`src/bridge_defs.svh`:
```
`ifndef BRIDGE_DEFS_SVH
`define BRIDGE_DEFS_SVH

// UART timing, fixed clocks per bit
`define BRIDGE_BIT_CYCLES   16

// Frame layout
`define BRIDGE_SYNC_REQ     8'hA5   // Host to bridge
`define BRIDGE_SYNC_RSP     8'h5A   // Bridge to host
`define BRIDGE_DATA_BYTES   4       // One 32-bit word, MSB first
`define BRIDGE_READ_BIT     7       // Read flag in the cmd byte

// Cycles to wait for bus_ack after bus_req
`define BRIDGE_BUS_TIMEOUT  64

`endif
```
`src/bridge_pkg.sv`:
```
`default_nettype none

package bridge_pkg;

    typedef logic [7:0]  byte_t;    // Serial character
    typedef logic [15:0] addr_t;    // Register bus address
    typedef logic [31:0] word_t;    // Register data
    typedef logic [15:0] cnt_t;     // Statistics counter
    typedef logic [7:0]  status_t;  // Response status code

    localparam status_t ST_OK      = 8'h00;
    localparam status_t ST_CKSUM   = 8'h01;
    localparam status_t ST_TIMEOUT = 8'h02;
    localparam status_t ST_FRAMING = 8'h03;

    // Request parser
    typedef enum logic [2:0] {
        PS_SYNC,
        PS_CMD,
        PS_ADDR_H,
        PS_ADDR_L,
        PS_DATA,
        PS_CKSUM,
        PS_HOLD     // Frame reported, waiting for frame_done
    } parse_state_t;

    // Central sequencer
    typedef enum logic [1:0] {
        IDLE,
        BUS,
        RESP,
        WAIT
    } ctrl_state_t;

endpackage

`default_nettype wire

```
`src/uart_bridge_top.sv`:
```
`timescale 1ns/1ns
`default_nettype none
`include "bridge_defs.svh"

module uart_bridge_top
    import bridge_pkg::*;
(
    input  logic  clk,
    input  logic  rst,
    input  logic  uart_rx,
    output logic  uart_tx,
    output logic  bus_req,
    output logic  bus_we,
    output addr_t bus_addr,
    output word_t bus_wdata,
    input  logic  bus_ack,
    input  word_t bus_rdata,
    output logic  busy,
    output cnt_t  wr_count,
    output cnt_t  rd_count
);

    byte_t   rx_byte;
    logic    rx_valid;
    logic    rx_err;
    byte_t   req_cmd;
    addr_t   req_addr;
    word_t   req_wdata;
    logic    frame_ok;
    logic    frame_bad;
    status_t bad_status;
    logic    frame_done;
    logic    start;
    logic    done;
    status_t bus_status;
    word_t   rd_word;
    logic    build;
    status_t rsp_status;
    byte_t   rsp_cmd;
    word_t   rsp_data;
    logic    rsp_has_data;
    logic    rsp_done;
    byte_t   tx_byte;
    logic    tx_start;
    logic    tx_busy;

    uart_rx u_uart_rx (
        .clk      (clk),
        .rst      (rst),
        .rx_line  (uart_rx),
        .rx_byte  (rx_byte),
        .rx_valid (rx_valid),
        .rx_err   (rx_err)
    );

    frame_parser u_frame_parser (
        .clk        (clk),
        .rst        (rst),
        .rx_byte    (rx_byte),
        .rx_valid   (rx_valid),
        .rx_err     (rx_err),
        .frame_done (frame_done),
        .req_cmd    (req_cmd),
        .req_addr   (req_addr),
        .req_wdata  (req_wdata),
        .frame_ok   (frame_ok),
        .frame_bad  (frame_bad),
        .bad_status (bad_status)
    );

    bridge_ctrl u_bridge_ctrl (
        .clk          (clk),
        .rst          (rst),
        .frame_ok     (frame_ok),
        .frame_bad    (frame_bad),
        .bad_status   (bad_status),
        .req_cmd      (req_cmd),
        .start        (start),
        .done         (done),
        .bus_status   (bus_status),
        .rd_word      (rd_word),
        .build        (build),
        .rsp_status   (rsp_status),
        .rsp_cmd      (rsp_cmd),
        .rsp_data     (rsp_data),
        .rsp_has_data (rsp_has_data),
        .rsp_done     (rsp_done),
        .frame_done   (frame_done),
        .busy         (busy),
        .wr_count     (wr_count),
        .rd_count     (rd_count)
    );

    bus_master u_bus_master (
        .clk        (clk),
        .rst        (rst),
        .start      (start),
        .we         (!req_cmd[`BRIDGE_READ_BIT]),  // Clear read flag means write
        .addr       (req_addr),
        .wdata      (req_wdata),
        .done       (done),
        .bus_status (bus_status),
        .rd_word    (rd_word),
        .bus_req    (bus_req),
        .bus_we     (bus_we),
        .bus_addr   (bus_addr),
        .bus_wdata  (bus_wdata),
        .bus_ack    (bus_ack),
        .bus_rdata  (bus_rdata)
    );

    frame_builder u_frame_builder (
        .clk          (clk),
        .rst          (rst),
        .build        (build),
        .rsp_status   (rsp_status),
        .rsp_cmd      (rsp_cmd),
        .rsp_data     (rsp_data),
        .rsp_has_data (rsp_has_data),
        .tx_busy      (tx_busy),
        .tx_byte      (tx_byte),
        .tx_start     (tx_start),
        .rsp_done     (rsp_done)
    );

    uart_tx u_uart_tx (
        .clk      (clk),
        .rst      (rst),
        .tx_byte  (tx_byte),
        .tx_start (tx_start),
        .tx_line  (uart_tx),
        .tx_busy  (tx_busy)
    );

endmodule

`default_nettype wire

```
`src/bridge_ctrl.sv`:
```
`timescale 1ns/1ns
`default_nettype none
`include "bridge_defs.svh"

module bridge_ctrl
    import bridge_pkg::*;
(
    input  logic    clk,
    input  logic    rst,
    input  logic    frame_ok,
    input  logic    frame_bad,
    input  status_t bad_status,
    input  byte_t   req_cmd,
    output logic    start,
    input  logic    done,
    input  status_t bus_status,
    input  word_t   rd_word,
    output logic    build,
    output status_t rsp_status,
    output byte_t   rsp_cmd,
    output word_t   rsp_data,
    output logic    rsp_has_data,
    input  logic    rsp_done,
    output logic    frame_done,
    output logic    busy,
    output cnt_t    wr_count,
    output cnt_t    rd_count
);

    ctrl_state_t state;

    always_ff @(posedge clk) begin
        start      <= 1'b0;
        build      <= 1'b0;
        frame_done <= 1'b0;
        if (rst) begin
            state    <= IDLE;
            wr_count <= '0;
            rd_count <= '0;
        end else begin
            case (state)
                IDLE: begin
                    if (frame_ok) begin
                        start <= 1'b1;
                        state <= BUS;
                    end else if (frame_bad) begin
                        rsp_status   <= bad_status;     // Error reply, bus untouched
                        rsp_cmd      <= req_cmd;
                        rsp_has_data <= 1'b0;
                        build        <= 1'b1;
                        state        <= RESP;
                    end
                end
                BUS: begin
                    if (done) begin
                        rsp_status   <= bus_status;
                        rsp_cmd      <= req_cmd;
                        rsp_data     <= rd_word;
                        rsp_has_data <= req_cmd[`BRIDGE_READ_BIT] && bus_status == ST_OK;
                        build        <= 1'b1;
                        state        <= RESP;
                    end
                end
                RESP: state <= WAIT;    // build is high here
                WAIT: begin
                    if (rsp_done) begin
                        frame_done <= 1'b1;
                        state      <= IDLE;
                        // Only completed accesses count
                        if (rsp_status == ST_OK) begin
                            if (rsp_cmd[`BRIDGE_READ_BIT]) begin
                                rd_count <= rd_count + 1'b1;
                            end else begin
                                wr_count <= wr_count + 1'b1;
                            end
                        end
                    end
                end
                default: state <= IDLE;
            endcase
        end
    end

    assign busy = (state != IDLE);

endmodule

`default_nettype wire

```
`src/frame_builder.sv`:
```
`timescale 1ns/1ns
`default_nettype none
`include "bridge_defs.svh"

module frame_builder
    import bridge_pkg::*;
(
    input  logic    clk,
    input  logic    rst,
    input  logic    build,
    input  status_t rsp_status,
    input  byte_t   rsp_cmd,
    input  word_t   rsp_data,
    input  logic    rsp_has_data,
    input  logic    tx_busy,
    output byte_t   tx_byte,
    output logic    tx_start,
    output logic    rsp_done
);

    // Sync, status, cmd, data bytes, then checksum
    localparam logic [3:0] CKS_IDX = 4'(3 + `BRIDGE_DATA_BYTES);

    logic       active;
    logic [3:0] idx;
    byte_t      cks;
    byte_t      next_byte;
    logic       tx_free;

    // tx_busy lags tx_start by one cycle
    assign tx_free = !tx_busy && !tx_start;

    always_comb begin
        case (idx)
            4'd0:    next_byte = `BRIDGE_SYNC_RSP;
            4'd1:    next_byte = rsp_status;
            4'd2:    next_byte = rsp_cmd;
            4'd3:    next_byte = rsp_data[31:24];
            4'd4:    next_byte = rsp_data[23:16];
            4'd5:    next_byte = rsp_data[15:8];
            4'd6:    next_byte = rsp_data[7:0];
            default: next_byte = cks;
        endcase
    end

    always_ff @(posedge clk) begin
        tx_start <= 1'b0;
        rsp_done <= 1'b0;
        if (rst) begin
            active <= 1'b0;
            idx    <= '0;
        end else if (!active) begin
            if (build) begin
                active <= 1'b1;
                idx    <= '0;
                cks    <= '0;
            end
        end else if (tx_free) begin
            if (idx > CKS_IDX) begin
                active   <= 1'b0;   // Checksum has left the transmitter
                rsp_done <= 1'b1;
            end else begin
                tx_byte  <= next_byte;
                tx_start <= 1'b1;
                if (idx != 4'd0) begin
                    cks <= cks ^ next_byte;
                end
                idx <= (idx == 4'd2 && !rsp_has_data) ? CKS_IDX : idx + 1'b1;
            end
        end
    end

endmodule

`default_nettype wire

```
`src/bus_master.sv`:
```
`timescale 1ns/1ns
`default_nettype none
`include "bridge_defs.svh"

module bus_master
    import bridge_pkg::*;
(
    input  logic    clk,
    input  logic    rst,
    input  logic    start,
    input  logic    we,
    input  addr_t   addr,
    input  word_t   wdata,
    output logic    done,
    output status_t bus_status,
    output word_t   rd_word,
    output logic    bus_req,
    output logic    bus_we,
    output addr_t   bus_addr,
    output word_t   bus_wdata,
    input  logic    bus_ack,
    input  word_t   bus_rdata
);

    localparam int TOW = $clog2(`BRIDGE_BUS_TIMEOUT + 1);
    localparam logic [TOW-1:0] LAST_WAIT = TOW'(`BRIDGE_BUS_TIMEOUT - 1);

    logic           waiting;
    logic [TOW-1:0] wait_cnt;

    // Request goes out in the start cycle, fields are held by the parser
    assign bus_req   = start;
    assign bus_we    = we;
    assign bus_addr  = addr;
    assign bus_wdata = wdata;

    always_ff @(posedge clk) begin
        done <= 1'b0;
        if (rst) begin
            waiting  <= 1'b0;
            wait_cnt <= '0;
        end else if (start) begin
            waiting  <= 1'b1;
            wait_cnt <= '0;
        end else if (waiting) begin
            if (bus_ack) begin
                rd_word    <= bus_rdata;
                bus_status <= ST_OK;
                done       <= 1'b1;
                waiting    <= 1'b0;
            end else if (wait_cnt == LAST_WAIT) begin
                bus_status <= ST_TIMEOUT;   // A later ack is ignored
                done       <= 1'b1;
                waiting    <= 1'b0;
            end else begin
                wait_cnt <= wait_cnt + 1'b1;
            end
        end
    end

endmodule

`default_nettype wire

```
`src/frame_parser.sv`:
```
`timescale 1ns/1ns
`default_nettype none
`include "bridge_defs.svh"

module frame_parser
    import bridge_pkg::*;
(
    input  logic    clk,
    input  logic    rst,
    input  byte_t   rx_byte,
    input  logic    rx_valid,
    input  logic    rx_err,
    input  logic    frame_done,
    output byte_t   req_cmd,
    output addr_t   req_addr,
    output word_t   req_wdata,
    output logic    frame_ok,
    output logic    frame_bad,
    output status_t bad_status
);

    localparam logic [1:0] LAST_DATA = 2'(`BRIDGE_DATA_BYTES - 1);

    parse_state_t state;
    byte_t        cks;          // XOR of bytes after sync
    logic [1:0]   data_cnt;

    always_ff @(posedge clk) begin
        frame_ok  <= 1'b0;
        frame_bad <= 1'b0;
        if (rst) begin
            state <= PS_SYNC;
        end else if (state == PS_HOLD) begin
            // Everything on the line is dropped until the response is out
            if (frame_done) begin
                state <= PS_SYNC;
            end
        end else if (rx_err && state != PS_SYNC) begin
            frame_bad  <= 1'b1;
            bad_status <= ST_FRAMING;
            state      <= PS_HOLD;
        end else if (rx_valid) begin
            case (state)
                PS_SYNC: begin
                    if (rx_byte == `BRIDGE_SYNC_REQ) begin  // Noise bytes skipped
                        cks     <= '0;
                        req_cmd <= '0;
                        state   <= PS_CMD;
                    end
                end
                PS_CMD: begin
                    req_cmd <= rx_byte;
                    cks     <= cks ^ rx_byte;
                    state   <= PS_ADDR_H;
                end
                PS_ADDR_H: begin
                    req_addr[15:8] <= rx_byte;
                    cks            <= cks ^ rx_byte;
                    state          <= PS_ADDR_L;
                end
                PS_ADDR_L: begin
                    req_addr[7:0] <= rx_byte;
                    cks           <= cks ^ rx_byte;
                    data_cnt      <= '0;
                    // Reads carry no data bytes
                    state <= req_cmd[`BRIDGE_READ_BIT] ? PS_CKSUM : PS_DATA;
                end
                PS_DATA: begin
                    req_wdata <= {req_wdata[23:0], rx_byte};  // MSB first
                    cks       <= cks ^ rx_byte;
                    data_cnt  <= data_cnt + 1'b1;
                    if (data_cnt == LAST_DATA) begin
                        state <= PS_CKSUM;
                    end
                end
                PS_CKSUM: begin
                    if (rx_byte == cks) begin
                        frame_ok <= 1'b1;
                    end else begin
                        frame_bad  <= 1'b1;
                        bad_status <= ST_CKSUM;
                    end
                    state <= PS_HOLD;
                end
                default: state <= PS_SYNC;
            endcase
        end
    end

endmodule

`default_nettype wire

```
`src/uart_tx.sv`:
```
`timescale 1ns/1ns
`default_nettype none
`include "bridge_defs.svh"

module uart_tx
    import bridge_pkg::*;
(
    input  logic  clk,
    input  logic  rst,
    input  byte_t tx_byte,
    input  logic  tx_start,
    output logic  tx_line,
    output logic  tx_busy
);

    localparam int TW = $clog2(`BRIDGE_BIT_CYCLES);
    localparam logic [TW-1:0] FULL_BIT = TW'(`BRIDGE_BIT_CYCLES - 1);

    logic [9:0]    shift;       // Stop, data, start
    logic [3:0]    bit_idx;
    logic [TW-1:0] timer;

    always_ff @(posedge clk) begin
        if (rst) begin
            tx_line <= 1'b1;
            tx_busy <= 1'b0;
            bit_idx <= '0;
            timer   <= '0;
        end else if (!tx_busy) begin
            if (tx_start) begin
                shift   <= {1'b1, tx_byte, 1'b0};
                tx_line <= 1'b0;
                tx_busy <= 1'b1;
                bit_idx <= '0;
                timer   <= FULL_BIT;
            end
        end else if (timer != '0) begin
            timer <= timer - 1'b1;
        end else if (bit_idx == 4'd9) begin
            tx_busy <= 1'b0;    // Stop bit done, line stays high
        end else begin
            shift   <= {1'b1, shift[9:1]};
            tx_line <= shift[1];
            bit_idx <= bit_idx + 1'b1;
            timer   <= FULL_BIT;
        end
    end

endmodule

`default_nettype wire

```
`src/uart_rx.sv`:
```
`timescale 1ns/1ns
`default_nettype none
`include "bridge_defs.svh"

module uart_rx
    import bridge_pkg::*;
(
    input  logic  clk,
    input  logic  rst,
    input  logic  rx_line,
    output byte_t rx_byte,
    output logic  rx_valid,
    output logic  rx_err
);

    localparam int TW = $clog2(`BRIDGE_BIT_CYCLES);
    localparam logic [TW-1:0] HALF_BIT = TW'(`BRIDGE_BIT_CYCLES / 2 - 1);
    localparam logic [TW-1:0] FULL_BIT = TW'(`BRIDGE_BIT_CYCLES - 1);

    logic [1:0]    sync_q;
    logic          line_s;
    logic          active;
    logic [3:0]    bit_idx;     // 0 start, 1..8 data, 9 stop
    logic [TW-1:0] timer;

    assign line_s = sync_q[1];

    always_ff @(posedge clk) begin
        rx_valid <= 1'b0;
        rx_err   <= 1'b0;
        if (rst) begin
            sync_q  <= 2'b11;   // Line idles high
            active  <= 1'b0;
            bit_idx <= '0;
            timer   <= '0;
        end else begin
            sync_q <= {sync_q[0], rx_line};
            if (!active) begin
                if (!line_s) begin  // Start edge
                    active  <= 1'b1;
                    bit_idx <= '0;
                    timer   <= HALF_BIT;
                end
            end else if (timer != '0) begin
                timer <= timer - 1'b1;
            end else begin
                timer <= FULL_BIT;
                if (bit_idx == 4'd0) begin
                    // Start bit must still be low at mid-bit
                    if (line_s) begin
                        active <= 1'b0;
                    end else begin
                        bit_idx <= 4'd1;
                    end
                end else if (bit_idx <= 4'd8) begin
                    rx_byte <= {line_s, rx_byte[7:1]};  // LSB first
                    bit_idx <= bit_idx + 1'b1;
                end else begin
                    active   <= 1'b0;
                    rx_valid <= line_s;
                    rx_err   <= !line_s;    // Missing stop bit
                end
            end
        end
    end

endmodule

`default_nettype wire

```
`config.mk`:
```
export PLATFORM = sky130hd
export DESIGN_NAME = uart_bridge_top
export DESIGN_NICKNAME = d
export VERILOG_FILES = /design/src/bridge_pkg.sv /design/src/uart_bridge_top.sv /design/src/bridge_ctrl.sv /design/src/frame_builder.sv /design/src/bus_master.sv /design/src/frame_parser.sv /design/src/uart_tx.sv /design/src/uart_rx.sv
export VERILOG_INCLUDE_DIRS = /design/src
export SDC_FILE = /design/constraint.sdc
export NUM_CORES = 1
export LEC_CHECK = 0
export BUFFER_PORTS_ARGS = -buffer_cell sky130_fd_sc_hd__buf_4
export CAP_MARGIN = 20
export CORE_ASPECT_RATIO = 0.5
export CORE_MARGIN = 3
export CORE_UTILIZATION = 36
export CTS_CLUSTER_DIAMETER = 40
export DETAILED_ROUTE_END_ITERATION = 8
export PLACE_DENSITY = 0.59
export SYNTH_ARGS = -nofsm -noshare
export SYNTH_HDL_FRONTEND = slang
export SYNTH_HIERARCHICAL = 1
export SYNTH_SLANG_ARGS = --single-unit
```
`constraint.sdc`:
```
create_clock -name clk -period 3.2 [get_ports clk]
set_input_delay 0.32 -clock clk [delete_from_list [all_inputs] [get_ports clk]]
set_output_delay 0.32 -clock clk [all_outputs]
set_load 0.02 [all_outputs]
```
### Word-level counts from Yosys, hierarchy flattened

Index checks and enable logic that the tools add are counted.

| word-level totals | value |
|---|---|
| register bits | 271 |
| output and inout bits | 84 |

| cells by class | value |
|---|---|
| add/subtract/negate cells | 9 |
| order comparisons | 2 |
| equal/unequal tests | 40 |
| mux-type cells | 100 |
| bitwise operators | 20 |
| reduce and logical (&&, ||, !) cells | 63 |

Operators with widths:

| cell | count |
|---|---|
| $mux 8 | 15 |
| $mux 4 | 22 |
| $pmux 8 s2 | 4 |
| $pmux 8 s7 | 1 |
| $mux 10 | 4 |
| $reduce_and 5->1 | 8 |
| $mux 1 | 38 |
| $add 16x1->16 const B | 2 |
| $reduce_and 4->1 | 8 |
| $ne 2x2->1 const B | 10 |
| $reduce_bool 2->1 | 10 |
| $mux 3 | 6 |
| $not 1->1 | 18 |
| $pmux 3 s6 | 1 |
| $logic_not 8->1 | 2 |
| $xor 8x8->8 | 2 |
| $reduce_and 3->1 | 5 |
| $add 4x1->4 const B | 3 |
| $eq 4x3->1 const B | 3 |
| $reduce_and 6->1 | 2 |
| $reduce_bool 4->1 | 3 |
| $mux 2 | 5 |
| $ne 2x1->1 const B | 5 |
| $reduce_or 5->1 | 2 |
| other kinds (31) | 55 |

### Logic depth before layout (Yosys ltp)

| depth | value |
|---|---|
| depth in word-level cells | 7 |
| gate-level depth with buffers | 8 |

### By module

The synthesis kept the hierarchy.

By module, submodules not included:

| module | times used | cells each | area an instance (um^2) | sequential area each (um^2) |
|---|---|---|---|---|
| bridge_ctrl | 1 | 284 | 3485.8 | 2212.1 |
| frame_parser | 1 | 176 | 2872.8 | 2112.0 |
| bus_master | 1 | 138 | 1859.3 | 1171.1 |
| frame_builder | 1 | 159 | 1480.2 | 620.6 |
| uart_rx | 1 | 86 | 930.9 | 500.5 |
| uart_tx | 1 | 77 | 855.8 | 440.4 |
| uart_bridge_top | 1 | 1 | 3.8 | 0.0 |

### Least setup slack after synthesis

Ideal clock, no wire load.

| path | value |
|---|---|
| kind | reg2reg |
| from | register u_bridge_ctrl.state[1] |
| to | register u_bridge_ctrl.rsp_cmd[0] (enable) |
| arrival | 2.358 ns |
| slack | 0.426 ns |
| cell stages (with the launch flop) | 6 |
| path buffers | 1 |
| clock period less this slack | 2.774 ns |
| cell sequence | dfxtp_1 inv_1 ha_1 clkbuf_1 o21bai_1 nor3b_1 |

| between the ends | value |
|---|---|
| word-level cells in the longest chain between the ends | 3 |
| elaborated cells between the ends (all ways) | 7 |

Ends and longest elaborated chain:

| element | line | RTL |
|---|---|---|
| from (decl) | bridge_ctrl.sv:30 | `ctrl_state_t state;` |
| from (signal assigned) | bridge_ctrl.sv:37 | `state <= IDLE;` |
| from (signal assigned) | bridge_ctrl.sv:45 | `state <= BUS;` |
| from (signal assigned) | bridge_ctrl.sv:51 | `state <= RESP;` |
| $eq 2x1->1 or $logic_not 2->1 (tied branches) | bridge_ctrl.sv:41 | `case (state)` |
| $ne 2x1->1 (no source line), or another cell as far along | - |  |
| $reduce_and 5->1 (no source line) (*) | - |  |
| to (signal assigned) | bridge_ctrl.sv:48 | `rsp_cmd <= req_cmd;` |
| to (signal assigned) | bridge_ctrl.sv:57 | `rsp_cmd <= req_cmd;` |
| to (decl) | bridge_ctrl.sv:20 | `output byte_t rsp_cmd,` |

Mark *: on every way between the ends. The rest lies on a longest branch, timed or not.
A chain may end at the register's enable or synchronous reset.

### Worst setup path in the final report

| path | value |
|---|---|
| from | register u_bridge_ctrl.rsp_status[3] |
| to | register u_bridge_ctrl.wr_count[15] |

| between the ends | value |
|---|---|
| word-level cells in the longest chain between the ends | 2 |

Ends and longest elaborated chain:

| element | line | RTL |
|---|---|---|
| from (decl) | bridge_ctrl.sv:19 | `output status_t rsp_status,` |
| from (signal assigned) | bridge_ctrl.sv:47 | `rsp_status <= bad_status;` |
| from (signal assigned) | bridge_ctrl.sv:56 | `rsp_status <= bus_status;` |
| $logic_not 8->1 | bridge_ctrl.sv:70 | `if (rsp_status == ST_OK) begin` |
| $reduce_and 4->1 (no source line) | - |  |
| to (signal assigned) | bridge_ctrl.sv:74 | `wr_count <= wr_count + 1'b1;` |
| to (decl) | bridge_ctrl.sv:26 | `output cnt_t wr_count,` |

Every way passes these cells.

==> results.json <==
{
  "design.die.area_um2": 34200,
  "fmax_mhz": 397,
  "leakagePower_nw": 4.75,
  "period_share_pct": 78.8,
  "vias_per_cell": 5.03,
  "rsz0062_at_grt": "false",
  "synthTopCellsByArea": "edfxtp_1 47%, dfxtp_1 14%, buf_4 4.3%",
  "clk_latency_ps": 540,
  "yosysUniqueCellTypes": 92,
  "antenna_found_initial": 0,
  "setup_viol": 0,
  "groute.layer.met2.usage_pct": 24.2,
  "detail_route.wl_per_cell_um": 16.5,
  "cts.repair.resized": 0,
  "min_path_type": "input port to flip-flop",
  "rrSetupSlack_ps": 680,
  "met1_usage_pct": 18.5,
  "grt_pass1_vias": 7404,
  "grtUsageMet3_pct": 2.65,
  "finalHoldViolations": 0,
  "final_nets": 1087,
  "synth_top_area_cell": "edfxtp_1",
  "relSlewSlack_pct": 39.8,
  "start_kind": "flip-flop",
  "ir_drop_mv": 0.393,
  "netlist_area_um2": 11500,
  "min_period_ps": 2520,
  "crit_slowest_cell": "nor4_1",
  "status": "finished, final reports clean",
  "crit_chain": "nor4_1 > nand4_1 > or4_1 > a21oi_1",
  "syn_inst": 921,
  "die_w_um": 259,
  "layout_common_cells": "181 x edfxtp_1, 129 x buf_4, 81 x dfxtp_1",
  "ys.flop_type": "edfxtp_1",
  "pin_count": 120,
  "drc_errors": 0,
  "end_kind": "flip-flop",
  "crit_required_ps": 3670,
  "cts_tree": "built",
  "grt_util_all_layers_pct": 14.2,
  "num_rows": 45,
  "post-place-cells": 1389,
  "synth_top_area_share_pct": 47.3,
  "drtAntennaViolNets": 0,
  "hold_path_startpoint": "bus_ack",
  "drtIter0Drc": 475,
  "vias": 7413,
  "fin_setup_tns_ps": 0,
  "grt_pass1_wl_um": 39800,
  "critical-path-max-stage-delay_ps": 690,
  "firstDrtPassIters": 6,
  "mostFrequentLayoutCell": "edfxtp_1",
  "tightest_slew_ps": 896,
  "grt_start_max_net_pins": 49,
  "hold_slack_ps": 101,
  "ys_seq_area_share_pct": 61.4,
  "async_flop_share_pct": 0,
  "slew_viol_final": 0,
  "syn_avg_cell_area_um2": 12.5,
  "clkTransAtPathRegs_ps": 60,
  "place.gp.congestion": 0.793,
  "start_util_pct": 37.2,
  "htreeDepth": 1,
  "hold_end": "u_bus_master/wait_cnt[3]$_SDFFE_PN0P_",
  "cts_root_buf": "clkbuf_16",
  "top_usage_layer": "met2",
  "crit_fanout": 13,
  "rr_worst_depth": 4,
  "syn_to_final_growth_pct": 19.2,
  "die_h_um": 132,
  "r2r-start": "u_bridge_ctrl/rsp_status[3]$_DFFE_PP_",
  "layout.cells.non_filler": 1474,
  "maxCapViolations": 0,
  "finClkSkew_ps": 13.7,
  "grt_overflow": 0,
  "antenna_cells": 0,
  "cts_sinks": 262,
  "cts_buffers": 28,
  "ys_warn_count": 6,
  "dp_hpwl_um": 16200,
  "path_class": "flip-flop to flip-flop",
  "layout-drive-gt1-share_pct": 22.9,
  "arrival_ps": 2990,
  "wirelength_um": 24300,
  "ys_ff_latch": 262,
  "clk_path_buf_depth": 3,
  "holdPathStages": 3,
  "synth-edff-count": 181,
  "portBuffers": 119,
  "powerDensity_nw_per_um2": 529,
  "r2r-end": "u_bridge_ctrl/wr_count[15]$_SDFFE_PP0P_",
  "coreArea_um2": 30900
}
power by group:
group	internal [mW]	switching (mW)	total [mW]
Clock	1.99	1.34	3.34
Sequential	3.63	0.0304	3.66
Combinational	0.123	0.127	0.250
critical path: cells and delay by family (launching register included):
family / cells / cell delay, ps
simple gates: 3 / 1890
flops: 1 / 410
compound gates: 1 / 160
state kept, by name, indices dropped and copies added, names as in the netlist, 7 cells and up:
register and count:
u_frame_parser/req_addr 16, u_uart_tx/shift 8, u_frame_parser/req_wdata 32, u_frame_parser/cks 8, u_frame_builder/cks 8, u_bus_master/wait_cnt 7
u_bus_master/rd_word 32, u_bridge_ctrl/rsp_data 32, u_bridge_ctrl/wr_count 16, u_frame_parser/req_cmd 8, u_bridge_ctrl/rd_count 16, u_bridge_ctrl/rsp_cmd 8
u_frame_builder/tx_byte 8, u_bridge_ctrl/rsp_status 8, u_uart_rx/rx_byte 8
Yosys cell counts (12+ instances only):
cell type and count:
mux2_2 22, and2_1 12, nand4_1 14, a21oi_1 54
nand2_1 59, o21ai_0 33, mux2i_1 13, buf_4 66
nand3_1 15, ha_1 20, dfxtp_1 81, or3_1 21
nand2b_1 12, edfxtp_1 181, inv_1 34, nor2_1 47
clkbuf_1 13
through the flow:
| stage | instance area, µm² | util [%] | setup WS [ps] | total power [mW] |
|---|---|---|---|---|
| after CTS | 13700 | 44.3 | 643 | 7.34 |
| after global routing | 13700 | 44.4 | 414 | 7.52 |
| final | 13700 | 44.4 | 679 | 7.25 |
| after floorplan | 11500 | - | 426 | 3.87 |
| after detailed placement | 12400 | 40.2 | 696 | 3.95 |
| after global placement | 12400 | 40.2 | 753 | 3.94 |
layout make-up:
type / instances / area, µm²
Clock buffer: 32 / 737
Clock inverter: 18 / 221
Fill cell: 2854 / 17200
Inverter: 34 / 128
Multi-Input combinational cell: 541 / 3710
Sequential cell: 262 / 7060
Tap cell: 423 / 529
Timing Repair Buffer: 164 / 1310
cells by family after synthesis:
group | after synthesis | share of synthesized area (%)
simple gates | 278 | 14.3
flops | 262 | 61.4
compound gates | 181 | 11.0
buf+inv | 129 | 6.76
mux | 35 | 3.29
fa+ha+maj | 21 | 2.27
xor+xnor | 12 | 0.915
other cells | 3 | 0.0980
what timing repair did:
item | in CTS | in global routing
endpoints found under the hold margin | 33 | 0
setup buffers | 0 | 0
endpoints found under the setup margin | 0 | 0
hold buffers | 33 | 0
how the worst max path moves through the flow:
stage,to,start,cells after the start,slack (ps)
CTS,u_uart_rx/rx_byte[7]$_DFFE_PP_,u_uart_rx/timer[0]$_SDFFE_PP0N_,5,640
finish,u_bridge_ctrl/wr_count[15]$_SDFFE_PP0P_,u_bridge_ctrl/rsp_status[3]$_DFFE_PP_,4,680
global route,u_bridge_ctrl/wr_count[13]$_SDFFE_PP0P_,u_bridge_ctrl/rsp_status[3]$_DFFE_PP_,4,410
global placement,u_frame_parser/cks[3]$_SDFFCE_PN0P_,u_frame_parser/state[0]$_SDFFE_PP0P_,4,750
detailed placement,u_uart_rx/rx_byte[0]$_DFFE_PP_,u_uart_rx/timer[0]$_SDFFE_PP0N_,5,700
floorplan,u_bridge_ctrl/rsp_cmd[0]$_DFFE_PP_,u_bridge_ctrl/state[1]$_SDFFE_PP0P_,5,430
per-layer routing:
layer,wire length [µm],vias to the layer above
li1,-,3601
met1,10900,3662
met2,12000,103
met3,776,47
met4,582,0
met5,0,-
Note: power is estimated with default switching activity, not from simulation.
